[src/rtl/md_pkg.sv]
`default_nettype none
////////////////////////////////////////////////////////////////////////////
// Multiply/divide unit shared types
// Width constants, opcode views and the request/response words
////////////////////////////////////////////////////////////////////////////

package md_pkg;

  ////////////////////////////////////////////////////////////////////////////
  // Widths
  ////////////////////////////////////////////////////////////////////////////

  // Data width of the core
  localparam int unsigned XLEN = 32;
  // Operand half used by the 16x16 kernel
  localparam int unsigned HLEN = XLEN / 2;
  // Width of the funct3 opcode
  localparam int unsigned MD_OP_W = 3;

  // Values of high_mode in the multiply view
  localparam logic [MD_OP_W-2:0] MD_HI_MUL    = 2'd0;
  localparam logic [MD_OP_W-2:0] MD_HI_MULH   = 2'd1;
  localparam logic [MD_OP_W-2:0] MD_HI_MULHSU = 2'd2;
  localparam logic [MD_OP_W-2:0] MD_HI_MULHU  = 2'd3;

  ////////////////////////////////////////////////////////////////////////////
  // Opcode
  ////////////////////////////////////////////////////////////////////////////

  // Multiply reading of funct3
  typedef struct packed {
    logic                is_div;
    logic [MD_OP_W-2:0]  high_mode;
  } md_mul_view_t;

  // Divide reading of funct3
  typedef struct packed {
    logic is_div;
    logic is_rem;
    logic is_unsigned;
  } md_div_view_t;

  // One funct3 word, two decodes
  typedef union packed {
    md_mul_view_t mul;
    md_div_view_t div;
  } md_op_u;

  ////////////////////////////////////////////////////////////////////////////
  // Request, response and operand signedness
  ////////////////////////////////////////////////////////////////////////////

  typedef struct packed {
    md_op_u            op;
    logic [XLEN-1:0]   op_a;
    logic [XLEN-1:0]   op_b;
  } md_req_t;

  typedef struct packed {
    logic [XLEN-1:0] result;
  } md_rsp_t;

  typedef struct packed {
    logic a_signed;
    logic b_signed;
  } md_sign_t;

endpackage

`default_nettype wire

[src/rtl/md_ctrl.sv]
`timescale 1ns/1ps
`default_nettype none
////////////////////////////////////////////////////////////////////////////
// Multiply/divide controller
// Takes requests, starts one engine and returns its result as a strobe
////////////////////////////////////////////////////////////////////////////

module md_ctrl (
  input  logic                        clk_i,
  input  logic                        rst_ni,
  input  logic                        req_valid_i,
  input  md_pkg::md_req_t             req_i,
  output logic                        busy_o,
  output logic                        rsp_valid_o,
  output md_pkg::md_rsp_t             rsp_o,
  output logic                        mult_start_o,
  output logic                        div_start_o,
  output md_pkg::md_op_u              op_o,
  output logic [md_pkg::XLEN-1:0]     op_a_o,
  output logic [md_pkg::XLEN-1:0]     op_b_o,
  output md_pkg::md_sign_t            sign_o,
  input  logic                        mult_done_i,
  input  logic [md_pkg::XLEN-1:0]     mult_result_i,
  input  logic                        div_done_i,
  input  logic [md_pkg::XLEN-1:0]     div_result_i
);

  logic             accept;
  logic             eng_done;
  logic             busy_q;
  logic             rsp_valid_q;
  logic             mult_start_q;
  logic             div_start_q;
  md_pkg::md_req_t  req_q;
  md_pkg::md_sign_t sign_d;
  md_pkg::md_sign_t sign_q;
  md_pkg::md_rsp_t  rsp_q;

  assign accept   = req_valid_i & ~busy_q;
  assign eng_done = mult_done_i | div_done_i;

  // Operand signedness from funct3
  always_comb begin
    sign_d = '0;
    if (req_i.op.div.is_div) begin
      sign_d.a_signed = ~req_i.op.div.is_unsigned;
      sign_d.b_signed = ~req_i.op.div.is_unsigned;
    end else begin
      case (req_i.op.mul.high_mode)
        md_pkg::MD_HI_MULH: begin
          sign_d.a_signed = 1'b1;
          sign_d.b_signed = 1'b1;
        end
        md_pkg::MD_HI_MULHSU: sign_d.a_signed = 1'b1;
        md_pkg::MD_HI_MUL, md_pkg::MD_HI_MULHU: sign_d = '0;
        default: sign_d = '0;
      endcase
    end
  end

  always_ff @(posedge clk_i or negedge rst_ni) begin
    if (!rst_ni) begin
      busy_q       <= 1'b0;
      rsp_valid_q  <= 1'b0;
      mult_start_q <= 1'b0;
      div_start_q  <= 1'b0;
    end else begin
      // Busy from acceptance until the engine reports done
      if (accept) begin
        busy_q <= 1'b1;
      end else if (eng_done) begin
        busy_q <= 1'b0;
      end
      rsp_valid_q  <= eng_done;
      mult_start_q <= accept & ~req_i.op.mul.is_div;
      div_start_q  <= accept & req_i.op.div.is_div;
    end
  end

  // Held request and the returned result
  always_ff @(posedge clk_i) begin
    if (accept) begin
      req_q  <= req_i;
      sign_q <= sign_d;
    end
    if (eng_done) begin
      rsp_q.result <= div_done_i ? div_result_i : mult_result_i;
    end
  end

  assign busy_o       = busy_q;
  assign rsp_valid_o  = rsp_valid_q;
  assign rsp_o        = rsp_q;
  assign mult_start_o = mult_start_q;
  assign div_start_o  = div_start_q;
  assign op_o         = req_q.op;
  assign op_a_o       = req_q.op_a;
  assign op_b_o       = req_q.op_b;
  assign sign_o       = sign_q;

endmodule

`default_nettype wire

[src/rtl/md_mult.sv]
`timescale 1ns/1ps
`default_nettype none
////////////////////////////////////////////////////////////////////////////
// Multiplier engine
// 16x16 multiply-accumulate sequencer for MUL, MULH, MULHSU and MULHU
////////////////////////////////////////////////////////////////////////////

module md_mult (
  input  logic                        clk_i,
  input  logic                        rst_ni,
  input  logic                        start_i,
  input  md_pkg::md_op_u              op_i,
  input  logic [md_pkg::XLEN-1:0]     op_a_i,
  input  logic [md_pkg::XLEN-1:0]     op_b_i,
  input  md_pkg::md_sign_t            sign_i,
  output logic                        done_o,
  output logic [md_pkg::XLEN-1:0]     result_o
);

  localparam int unsigned HLEN = md_pkg::HLEN;

  typedef enum logic [2:0] {
    M_IDLE,
    M_ALBL,
    M_ALBH,
    M_AHBL,
    M_AHBH
  } mult_state_e;

  mult_state_e        state_q;
  mult_state_e        state_d;

  logic [HLEN-1:0]    mul_a;
  logic [HLEN-1:0]    mul_b;
  logic               sgn_a;
  logic               sgn_b;
  logic [33:0]        accum;
  logic signed [33:0] mac;
  logic [33:0]        acc_q;
  logic [HLEN-1:0]    lo_q;

  logic               is_mul;
  logic               hi_signed;
  logic               a_top;
  logic               b_top;

  assign is_mul    = (op_i.mul.high_mode == md_pkg::MD_HI_MUL);
  assign hi_signed = sign_i.a_signed | sign_i.b_signed;
  // Sign bit of each upper half as a 17-bit operand
  assign a_top     = sign_i.a_signed & op_a_i[md_pkg::XLEN-1];
  assign b_top     = sign_i.b_signed & op_b_i[md_pkg::XLEN-1];

  // 17x17 signed product plus accumulator, the sum always fits 34 bits
  assign mac = $signed({sgn_a, mul_a}) * $signed({sgn_b, mul_b}) + $signed(accum);

  ////////////////////////////////////////////////////////////////////////////
  // Step sequencer
  ////////////////////////////////////////////////////////////////////////////

  always_comb begin
    mul_a    = op_a_i[HLEN-1:0];
    mul_b    = op_b_i[HLEN-1:0];
    sgn_a    = 1'b0;
    sgn_b    = 1'b0;
    accum    = '0;
    state_d  = state_q;
    done_o   = 1'b0;
    result_o = mac[md_pkg::XLEN-1:0];

    case (state_q)
      M_IDLE: begin
        if (start_i) begin
          state_d = M_ALBL;
        end
      end
      // al*bl, unsigned with no carry
      M_ALBL: begin
        state_d = M_ALBH;
      end
      // al*bh plus the upper half of al*bl
      M_ALBH: begin
        mul_b   = op_b_i[md_pkg::XLEN-1:HLEN];
        sgn_b   = b_top;
        accum   = {18'b0, acc_q[31:16]};
        state_d = M_AHBL;
      end
      M_AHBL: begin
        mul_a = op_a_i[md_pkg::XLEN-1:HLEN];
        sgn_a = a_top;
        accum = acc_q;
        if (is_mul) begin
          // Only the low half of this sum reaches the low word
          done_o   = 1'b1;
          result_o = {mac[HLEN-1:0], lo_q};
          state_d  = M_IDLE;
        end else begin
          state_d = M_AHBH;
        end
      end
      // ah*bh plus the carried cross terms
      M_AHBH: begin
        mul_a   = op_a_i[md_pkg::XLEN-1:HLEN];
        mul_b   = op_b_i[md_pkg::XLEN-1:HLEN];
        sgn_a   = a_top;
        sgn_b   = b_top;
        accum   = {{16{hi_signed & acc_q[33]}}, acc_q[33:16]};
        done_o  = 1'b1;
        state_d = M_IDLE;
      end
      default: begin
        state_d = M_IDLE;
      end
    endcase
  end

  always_ff @(posedge clk_i or negedge rst_ni) begin
    if (!rst_ni) begin
      state_q <= M_IDLE;
    end else begin
      state_q <= state_d;
    end
  end

  // Accumulator and the low half kept for MUL
  always_ff @(posedge clk_i) begin
    if (state_q != M_IDLE) begin
      acc_q <= mac;
    end
    if (state_q == M_ALBL) begin
      lo_q <= mac[HLEN-1:0];
    end
  end

endmodule

`default_nettype wire

[src/rtl/md_div.sv]
`timescale 1ns/1ps
`default_nettype none
////////////////////////////////////////////////////////////////////////////
// Divider engine
// Restoring long division with its own adder, for DIV, DIVU, REM and REMU
////////////////////////////////////////////////////////////////////////////

module md_div (
  input  logic                        clk_i,
  input  logic                        rst_ni,
  input  logic                        start_i,
  input  md_pkg::md_op_u              op_i,
  input  logic [md_pkg::XLEN-1:0]     op_a_i,
  input  logic [md_pkg::XLEN-1:0]     op_b_i,
  input  md_pkg::md_sign_t            sign_i,
  output logic                        done_o,
  output logic [md_pkg::XLEN-1:0]     result_o
);

  localparam int unsigned XLEN = md_pkg::XLEN;

  typedef enum logic [2:0] {
    D_IDLE,
    D_ABS_A,
    D_ABS_B,
    D_COMP,
    D_LAST,
    D_CHG_SIGN,
    D_FINISH
  } div_state_e;

  div_state_e       state_q;
  div_state_e       state_d;
  logic [4:0]       cnt_q;
  logic [4:0]       cnt_d;
  logic             zero_q;

  logic [XLEN:0]    add_a;
  logic [XLEN:0]    add_x;
  logic [XLEN:0]    add_res;

  logic [XLEN-1:0]  num_q;
  logic [XLEN-1:0]  den_q;
  logic [XLEN-1:0]  rem_q;
  logic [XLEN-1:0]  quo_q;
  logic [XLEN-1:0]  res_q;

  logic [XLEN:0]    shifted;
  logic             ge;
  logic             a_neg;
  logic             b_neg;
  logic             res_neg;

  ////////////////////////////////////////////////////////////////////////////
  // Adder and step decision
  ////////////////////////////////////////////////////////////////////////////

  // Computes add_a - add_x in 33 bits
  assign add_res = add_a + ~add_x + {{XLEN{1'b0}}, 1'b1};

  // Partial remainder with the next dividend bit shifted in
  assign shifted = {rem_q, num_q[XLEN-1]};

  // Top bit set means shifted already exceeds any 32-bit divisor
  assign ge = shifted[XLEN] | ~add_res[XLEN];

  assign a_neg   = sign_i.a_signed & op_a_i[XLEN-1];
  assign b_neg   = sign_i.b_signed & op_b_i[XLEN-1];
  // Remainder takes the dividend sign, quotient the sign product
  assign res_neg = op_i.div.is_rem ? a_neg : (a_neg ^ b_neg);

  ////////////////////////////////////////////////////////////////////////////
  // FSM
  ////////////////////////////////////////////////////////////////////////////

  always_comb begin
    state_d = state_q;
    cnt_d   = cnt_q;
    add_a   = '0;
    add_x   = {1'b0, op_b_i};
    done_o  = 1'b0;

    case (state_q)
      // 0 - b, zero only when b is zero
      D_IDLE: begin
        if (start_i) begin
          state_d = D_ABS_A;
        end
      end
      D_ABS_A: begin
        add_x   = {1'b0, op_a_i};
        state_d = zero_q ? D_FINISH : D_ABS_B;
      end
      D_ABS_B: begin
        cnt_d   = 5'(XLEN - 1);
        state_d = D_COMP;
      end
      // One quotient bit per cycle, MSB first
      D_COMP: begin
        add_a = shifted;
        add_x = {1'b0, den_q};
        if (cnt_q == 5'd0) begin
          state_d = D_LAST;
        end else begin
          cnt_d = cnt_q - 5'd1;
        end
      end
      D_LAST: begin
        state_d = D_CHG_SIGN;
      end
      D_CHG_SIGN: begin
        add_x   = {1'b0, res_q};
        state_d = D_FINISH;
      end
      D_FINISH: begin
        done_o  = 1'b1;
        state_d = D_IDLE;
      end
      default: begin
        state_d = D_IDLE;
      end
    endcase
  end

  always_ff @(posedge clk_i or negedge rst_ni) begin
    if (!rst_ni) begin
      state_q <= D_IDLE;
      cnt_q   <= '0;
      zero_q  <= 1'b0;
    end else begin
      state_q <= state_d;
      cnt_q   <= cnt_d;
      if ((state_q == D_IDLE) && start_i) begin
        zero_q <= (add_res[XLEN-1:0] == '0);
      end
    end
  end

  ////////////////////////////////////////////////////////////////////////////
  // Datapath registers
  ////////////////////////////////////////////////////////////////////////////

  always_ff @(posedge clk_i) begin
    case (state_q)
      D_IDLE: begin
        // Divide-by-zero result, kept if the divisor turns out zero
        if (start_i) begin
          res_q <= op_i.div.is_rem ? op_a_i : '1;
        end
      end
      D_ABS_A: begin
        num_q <= a_neg ? add_res[XLEN-1:0] : op_a_i;
      end
      D_ABS_B: begin
        den_q <= b_neg ? add_res[XLEN-1:0] : op_b_i;
        rem_q <= '0;
        quo_q <= '0;
      end
      D_COMP: begin
        rem_q <= ge ? add_res[XLEN-1:0] : shifted[XLEN-1:0];
        quo_q <= {quo_q[XLEN-2:0], ge};
        num_q <= {num_q[XLEN-2:0], 1'b0};
      end
      D_LAST: begin
        res_q <= op_i.div.is_rem ? rem_q : quo_q;
      end
      D_CHG_SIGN: begin
        if (res_neg) begin
          res_q <= add_res[XLEN-1:0];
        end
      end
      default: begin
      end
    endcase
  end

  assign result_o = res_q;

endmodule

`default_nettype wire

[src/rtl/md_unit.sv]
`timescale 1ns/1ps
`default_nettype none
////////////////////////////////////////////////////////////////////////////
// Multiply/divide unit top level
////////////////////////////////////////////////////////////////////////////

module md_unit (
  input  logic             clk_i,
  input  logic             rst_ni,
  input  logic             req_valid_i,
  input  md_pkg::md_req_t  req_i,
  output logic             busy_o,
  output logic             rsp_valid_o,
  output md_pkg::md_rsp_t  rsp_o
);

  logic                      mult_start;
  logic                      div_start;
  md_pkg::md_op_u            op;
  logic [md_pkg::XLEN-1:0]   op_a;
  logic [md_pkg::XLEN-1:0]   op_b;
  md_pkg::md_sign_t          sign;
  logic                      mult_done;
  logic [md_pkg::XLEN-1:0]   mult_result;
  logic                      div_done;
  logic [md_pkg::XLEN-1:0]   div_result;

  md_ctrl ctrl_i (
    .clk_i         (clk_i),
    .rst_ni        (rst_ni),
    .req_valid_i   (req_valid_i),
    .req_i         (req_i),
    .busy_o        (busy_o),
    .rsp_valid_o   (rsp_valid_o),
    .rsp_o         (rsp_o),
    .mult_start_o  (mult_start),
    .div_start_o   (div_start),
    .op_o          (op),
    .op_a_o        (op_a),
    .op_b_o        (op_b),
    .sign_o        (sign),
    .mult_done_i   (mult_done),
    .mult_result_i (mult_result),
    .div_done_i    (div_done),
    .div_result_i  (div_result)
  );

  // Engines share the held operands, only the started one runs
  md_mult mult_i (
    .clk_i    (clk_i),
    .rst_ni   (rst_ni),
    .start_i  (mult_start),
    .op_i     (op),
    .op_a_i   (op_a),
    .op_b_i   (op_b),
    .sign_i   (sign),
    .done_o   (mult_done),
    .result_o (mult_result)
  );

  md_div div_i (
    .clk_i    (clk_i),
    .rst_ni   (rst_ni),
    .start_i  (div_start),
    .op_i     (op),
    .op_a_i   (op_a),
    .op_b_i   (op_b),
    .sign_i   (sign),
    .done_o   (div_done),
    .result_o (div_result)
  );

endmodule

`default_nettype wire

[config.mk]
export PLATFORM = sky130hd
export DESIGN_NAME = md_unit
export DESIGN_NICKNAME = d
export VERILOG_FILES = /design/src/rtl/md_pkg.sv /design/src/rtl/md_ctrl.sv /design/src/rtl/md_mult.sv /design/src/rtl/md_div.sv /design/src/rtl/md_unit.sv
export SDC_FILE = /design/constraint.sdc
export NUM_CORES = 2
export LEC_CHECK = 0
export ABC_AREA = 0
export BUFFER_PORTS_ARGS = -buffer_cell sky130_fd_sc_hd__buf_2
export CORE_ASPECT_RATIO = 0.7
export CORE_MARGIN = 4
export CORE_UTILIZATION = 65
export CTS_CLUSTER_SIZE = 30
export DETAILED_ROUTE_END_ITERATION = 10
export PLACE_DENSITY_LB_ADDON = 0.2
export SLEW_MARGIN = 20
export SYNTH_ARGS = -nofsm -noshare
export SYNTH_HDL_FRONTEND = slang
export SYNTH_SLANG_ARGS = --single-unit
[constraint.sdc]
create_clock -name clk_i -period 23.6 [get_ports clk_i]
set_input_delay 4.72 -clock clk_i [delete_from_list [all_inputs] [get_ports clk_i]]
set_output_delay 4.72 -clock clk_i [all_outputs]
set_load 0.02 [all_outputs]
# --- Word level (Yosys, flattened, before mapping) ---
# Cells that the tools add are included.
word_totals:
  reg_bits: 326
  latchBits: 0
  mem_bits_rw: 0
  rom_bits: 0
  inputBits: 70
  out_inout_bits: 34
  wordCells: 117
  memories: 0
op_classes:
  addsub: 4
  mul: 1
  n_div: 0
  n_lt_le_gt_ge: 0
  eq_ne: 18
  shift: 0
  n_mux: 39
  n_bitwise: 15
  reduce_logical: 19
op_table:
  columns: ["op", "count"]
  rows:
  - ["$mux 32", 10]
  - ["$pmux 32 s2", 3]
  - ["$pmux 32 s3", 2]
  - ["$pmux 34 s3", 1]
  - ["$add 34x34->34", 1]
  - ["$mul 17x17->34", 1]
  - ["$add 33x1->33 const B", 1]
  - ["$add 33x33->33", 1]
  - ["$mux 33", 1]
  - ["$not 32->33", 1]
  - ["$logic_not 32->1", 1]
  - ["$mux 16", 2]
  - ["$pmux 3 s6", 1]
  - ["$mux 3", 5]
  - ["$eq 3x2->1 const B", 4]
  - ["$eq 3x3->1 const B", 4]
  - ["$pmux 3 s4", 1]
  - ["$pmux 5 s2", 1]
  - ["$mux 1", 8]
  - ["$reduce_or 2->1", 4]
  - ["$and 1x1->1", 6]
  - ["$eq 3x1->1 const B", 2]
  - ["$logic_not 3->1", 2]
  - ["$ne 2x2->1 const B", 3]
  - ["17 further kinds", 30]

# --- Logic depth before layout (Yosys ltp) ---
logic_depth:
  word_depth: 9
  depth_mapped: 32

# --- Modules after synthesis ---
# Synthesis repeated with hierarchy kept, for this count alone.
hier_totals:
  cells_unflattened: 2963
  area_unflattened_um2: 30350.4
by_module_without_submodules:
  columns: ["mod", "instances", "cells_each", "area_each_um2", "seq_area_each_um2"]
  rows:
  - ["md_mult", 1, 1646, 15267.1, 1576.5]
  - ["md_div", 1, 1165, 11335.9, 5029.8]
  - ["md_ctrl", 1, 152, 3747.3, 3133.0]

# --- Worst setup path before layout ---
# No wires, ideal clock.
synth_path:
  path_kind: "input-to-reg"
  startpoint: "input req_valid_i"
  endpoint: "register ctrl_i.req_q, in the netlist ctrl_i.op_a_o[0], enable pin"
  arrival_ns: 7.777
  slack_ns: 15.318
  path_stages: 1
  path_buffers: 0
  cell_sequence: "nor2b_1"
synth_between:
  elab_chain_len: 1
synth_rtl:
  columns: ["element", "line", "source"]
  rows:
  - ["from (decl)", "md_unit.sv:10", "input logic req_valid_i,"]
  - ["$and 1x1->1", "md_ctrl.sv:39", "assign accept = req_valid_i & ~busy_q;"]
  - ["to (signal assigned)", "md_ctrl.sv:83", "req_q <= req_i;"]
  - ["to (decl)", "md_ctrl.sv:34", "md_pkg::md_req_t req_q;"]
# Every way passes these cells.
# A chain may end at the register's enable or synchronous reset.

# --- Final worst setup path ---
layout_path:
  startpoint: "register mult_i.state_q[0]"
  endpoint: "register mult_i.acc_q[32] (data pin)"
layout_between:
  elab_chain_len: 5
  elab_cells_between_ends: 12
  cone_classes: "add/sub (1); mul (1); eq/ne (3); mux (5); reduce/logical (2)"
layout_rtl:
  columns: ["element", "line", "source"]
  rows:
  - ["from (decl)", "md_mult.sv:30", "mult_state_e state_q;"]
  - ["from (signal assigned)", "md_mult.sv:120", "state_q <= state_d;"]
  - ["$eq 3x3->1 / $eq 3x2->1 (equally long branches)", "md_mult.sv:70", "case (state_q)"]
  - ["$reduce_or 2->1 (no source line)", null, null]
  - ["$mux 16 / $mux 1 (equally long branches)", "md_mult.sv:70", null]
  - ["$mul 17x17->34", "md_mult.sv:54", "assign mac = $signed({sgn_a, mul_a}) * $signed({sgn_b, mul_b}) + $signed(accum);"]
  - ["$add 34x34->34 *", "md_mult.sv:54", null]
  - ["via mult_i.mac[32]", "md_mult.sv:38", "logic signed [33:0] mac;"]
  - ["to (signal assigned)", "md_mult.sv:127", "acc_q <= mac;"]
  - ["to (decl)", "md_mult.sv:39", "logic [33:0] acc_q;"]
# The timed path passes the listed nets; every way through them passes the cells marked *.

==> key figures <==
Routing
  – Drt first pass iters: 7
  – Total wire length: about 100000 µm
  – DR vias/cell: around 6.6
  – Residual DRC: 0
  – Iteration-0 DRC Markers: roughly 3900
  – Vias: 24130
  – Drt wl/cell: ~28 µm
  – Routed Antenna Nets: 0

Timing
  – Final Hold Fails: 0
  – TNS Setup: 0 ns
  – Worst clock skew: slightly below 0.07 ns
  – Actual slew at the worst max-slew pin: between 1 and 1.5 ns
  – Final Cycle Share: between 30% and 40%
  – Final min period: around 9.0 ns
  – RSZ-0062 raised after global routing: no
  – Slew HR: ~15%
  – Setup Viol. Count Final: 0
  – F_max: roughly 110 MHz
  – Slew Viols, Final: 0

Global routing
  – Most used routing layer: met1
  – Met1 Resource Use GR: about three fifths
  – First-pass GRT wire length: between 150000 and 200000 µm
  – GR Util All Layers: a little over two fifths
  – Vias in the first global route: between 20000 and 25000
  – M3 GR Usage: 21.42%
  – Initial antenna violation count: 8
  – Remaining global-route overflow: 0
  – Met2 usage: between 50% and 60%
  – Largest net degree at the start of global routing: between 80 and 90

Worst setup path
  – Slowest cell on crit path: fa_1
  – Max incr delay on CP: a little under 0.6 ns
  – CP max FO: 38
  – Required @ worst endpoint: around 24 ns
  – Critical path launch point type: register
  – CP Capture Type: register
  – Critical path class: reg2reg
  – Arr. time, crit path: 9.47 ns
  – R2R cell count: 29

Final layout
  – Share of layout cells above drive strength 1: a little under 10%
  – Fill cell count: around 3400
  – Area delta synth->final: 8.144%
  – FF/Latch Area: about 9700 µm²
  – Most common cell after layout, fill and taps aside: inv_1
  – Commonest non-fill, non-tap cells in the layout: inv_1 (468), nand2_1 (392), fa_1 (340), edfxtp_1 (310), nor2_1 (271)
  – Layout Nets: approximately 3600
  – Area of the multi-input gates: ~18000 µm²

Hold path
  – Hold Path Cell Cnt: 1
  – Worst Hold Class: reg2reg

Logic synthesis
  – Post-Syn Instances: approximately 3000
  – Synth warn: 0
  – Register area share after synthesis: 32.80%
  – Number of flops mapped to enable cells by yosys: 310
  – Post-synth ARST share: a little under 5%
  – Cell area after synthesis: 29610 µm²
  – Synth cell types: a little under 90
  – Top_reg_cell synth: edfxtp_1
  – Avg Inst Size Synth: approximately 9.9 µm²
  – Post-Syn Nets: about 3500
  – Synth Register Bits: between 300 and 400

Clock network
  – Clk_lat worst skew: about 0.59 ns
  – Clk sinks: 326
  – Clock-pin slew on the worst setup and hold paths: ~0.06 ns
  – CTS buffer count: 35
  – Max Root-Sink Buffers: 3
  – CTS root buf: clkbuf_16
  – Hold_buf cts: 0
  – CTS tree: built
  – H-tree levels: 2
  – Postcts setup bufs: 0
  – Post-CTS Resized: 0

Die
  – I/O pin cnt: between 100 and 150
  – Die Height: about 190 µm
  – Die ar.: 49080 µm²
  – Die Wd: between 200 and 300 µm
  – Row count: 65
  – Core area: 45060 µm²
  – Initial core utilization: 65.71%

Placed design
  – DP HPWL: slightly below 80000 µm
  – Port bufs: about 100
  – GP Congestion: roughly 1.0

Status
  – Outcome: complete, no violations

Job
  – Max-Cap Viols: 0
## cell type report
type                            instances  area share, %
Multi-Input combinational cell       2059          55.18
Sequential cell                       326          30.34
Inverter                              470          5.518
Clock buffer                           37          2.759
Timing Repair Buffer                  149          2.689
Tap cell                              603          2.356
Clock inverter                         27          1.153
Antenna cell                            1       0.007816
## cells by family after synthesis
| logic type | count (synthesis) | synth area share (%) |
|---|---|---|
| compound gates | 505 | 11.17 |
| xor+xnor | 70 | 2.096 |
| fa+ha+maj | 477 | 28.78 |
| buf+inv | 607 | 7.810 |
| flops | 326 | 32.80 |
| mux | 125 | 4.391 |
| simple gates | 882 | 12.95 |
## per-layer routing
metal / up-vias / wire length (µm)
li1: 10030 / -
met1: 11750 / 39190
met2: 2002 / 39730
met3: 329 / 19370
met4: 14 / 4284
met5: - / 104
## worst paths after layout
check / slack [ns] / startpoint / endpoint
setup / recovery: 14.56 / mult_i.state_q[0]$_DFFE_PN0P_ / mult_i.acc_q[32]$_DFFE_PP_
setup reg to reg: 14.56 / mult_i.state_q[0]$_DFFE_PN0P_ / mult_i.acc_q[32]$_DFFE_PP_
min in group asynchronous: 4.09 / rst_ni / div_i.zero_q$_DFFE_PN0P_
hold reg to reg: 0.52 / div_i.cnt_q[0]$_DFFE_PN0P_ / div_i.cnt_q[0]$_DFFE_PN0P_
hold / removal: 0.52 / div_i.cnt_q[0]$_DFFE_PN0P_ / div_i.cnt_q[0]$_DFFE_PN0P_
max in group asynchronous: 19.14 / rst_ni / div_i.state_q[0]$_DFFE_PN0P_
## registers in the layout, summed over array words and instances, names as in the netlist
register / flops
mult_i.lo_q: 16
div_i.den_q: 32
mult_i.acc_q: 34
mult_i.state_q: 3
div_i.rem_q: 32
ctrl_i.op_b_o: 32
ctrl_i.mult_start_o: 1
div_i.zero_q: 1
div_i.cnt_q: 5
div_i.result_o: 32
ctrl_i.rsp_valid_o: 1
ctrl_i.busy_o: 1
ctrl_i.op_a_o: 32
div_i.num_q: 32
ctrl_i.sign_o: 2
ctrl_i.op_o: 2
ctrl_i.rsp_o: 32
div_i.quo_q: 32
div_i.state_q: 3
ctrl_i.div_start_o: 1
## synth_stat cells, types with 16 or more instances
cell type,instances,area share (%)
a31oi_1,35,0.74
o21ai_0,132,2.2
dfrtp_1,16,1.4
nand2_1,394,5.0
fa_1,340,23
o21a_1,19,0.48
xor2_1,18,0.53
ha_1,137,5.8
a21o_1,23,0.58
mux2i_1,86,2.9
xnor2_1,51,1.5
nor3_1,32,0.54
nand2b_1,23,0.49
o22ai_1,16,0.34
and3_1,66,1.4
edfxtp_1,310,31
nor2_1,277,3.5
a21oi_1,120,2.0
a22oi_1,33,0.84
inv_1,468,5.9
mux2_2,39,1.5
clkbuf_1,115,1.5
nand3_1,19,0.32
## metrics by stage
step                      util, %  instance area, µm²  worst slack [ns]  instances  hold slack, ns
after floorplan                 -               29610             15.32       2992          0.4688
after global placement      68.27               30760             14.93       3607          0.4940
after detailed placement    68.27               30760             14.69       3607          0.5035
after CTS                   71.05               32010             14.67       3671          0.5131
after global routing        71.06               32010             13.94       3671          0.5497
final                       71.06               32020             14.56       3672          0.5150
## worst max-delay path: cells and delay by family (launching register included)
kind	cells	cell delay, ns
AOI/OAI and AO/OA	8	1.84
adders and majority gates	7	3.16
buffers and inverters	7	1.48
DFF	1	0.50
and+or+nand+nor	7	1.88
Power is left out: the tool's default activity adds up to more than one toggle a clock period on the data nets, which glitch-free logic cannot reach.
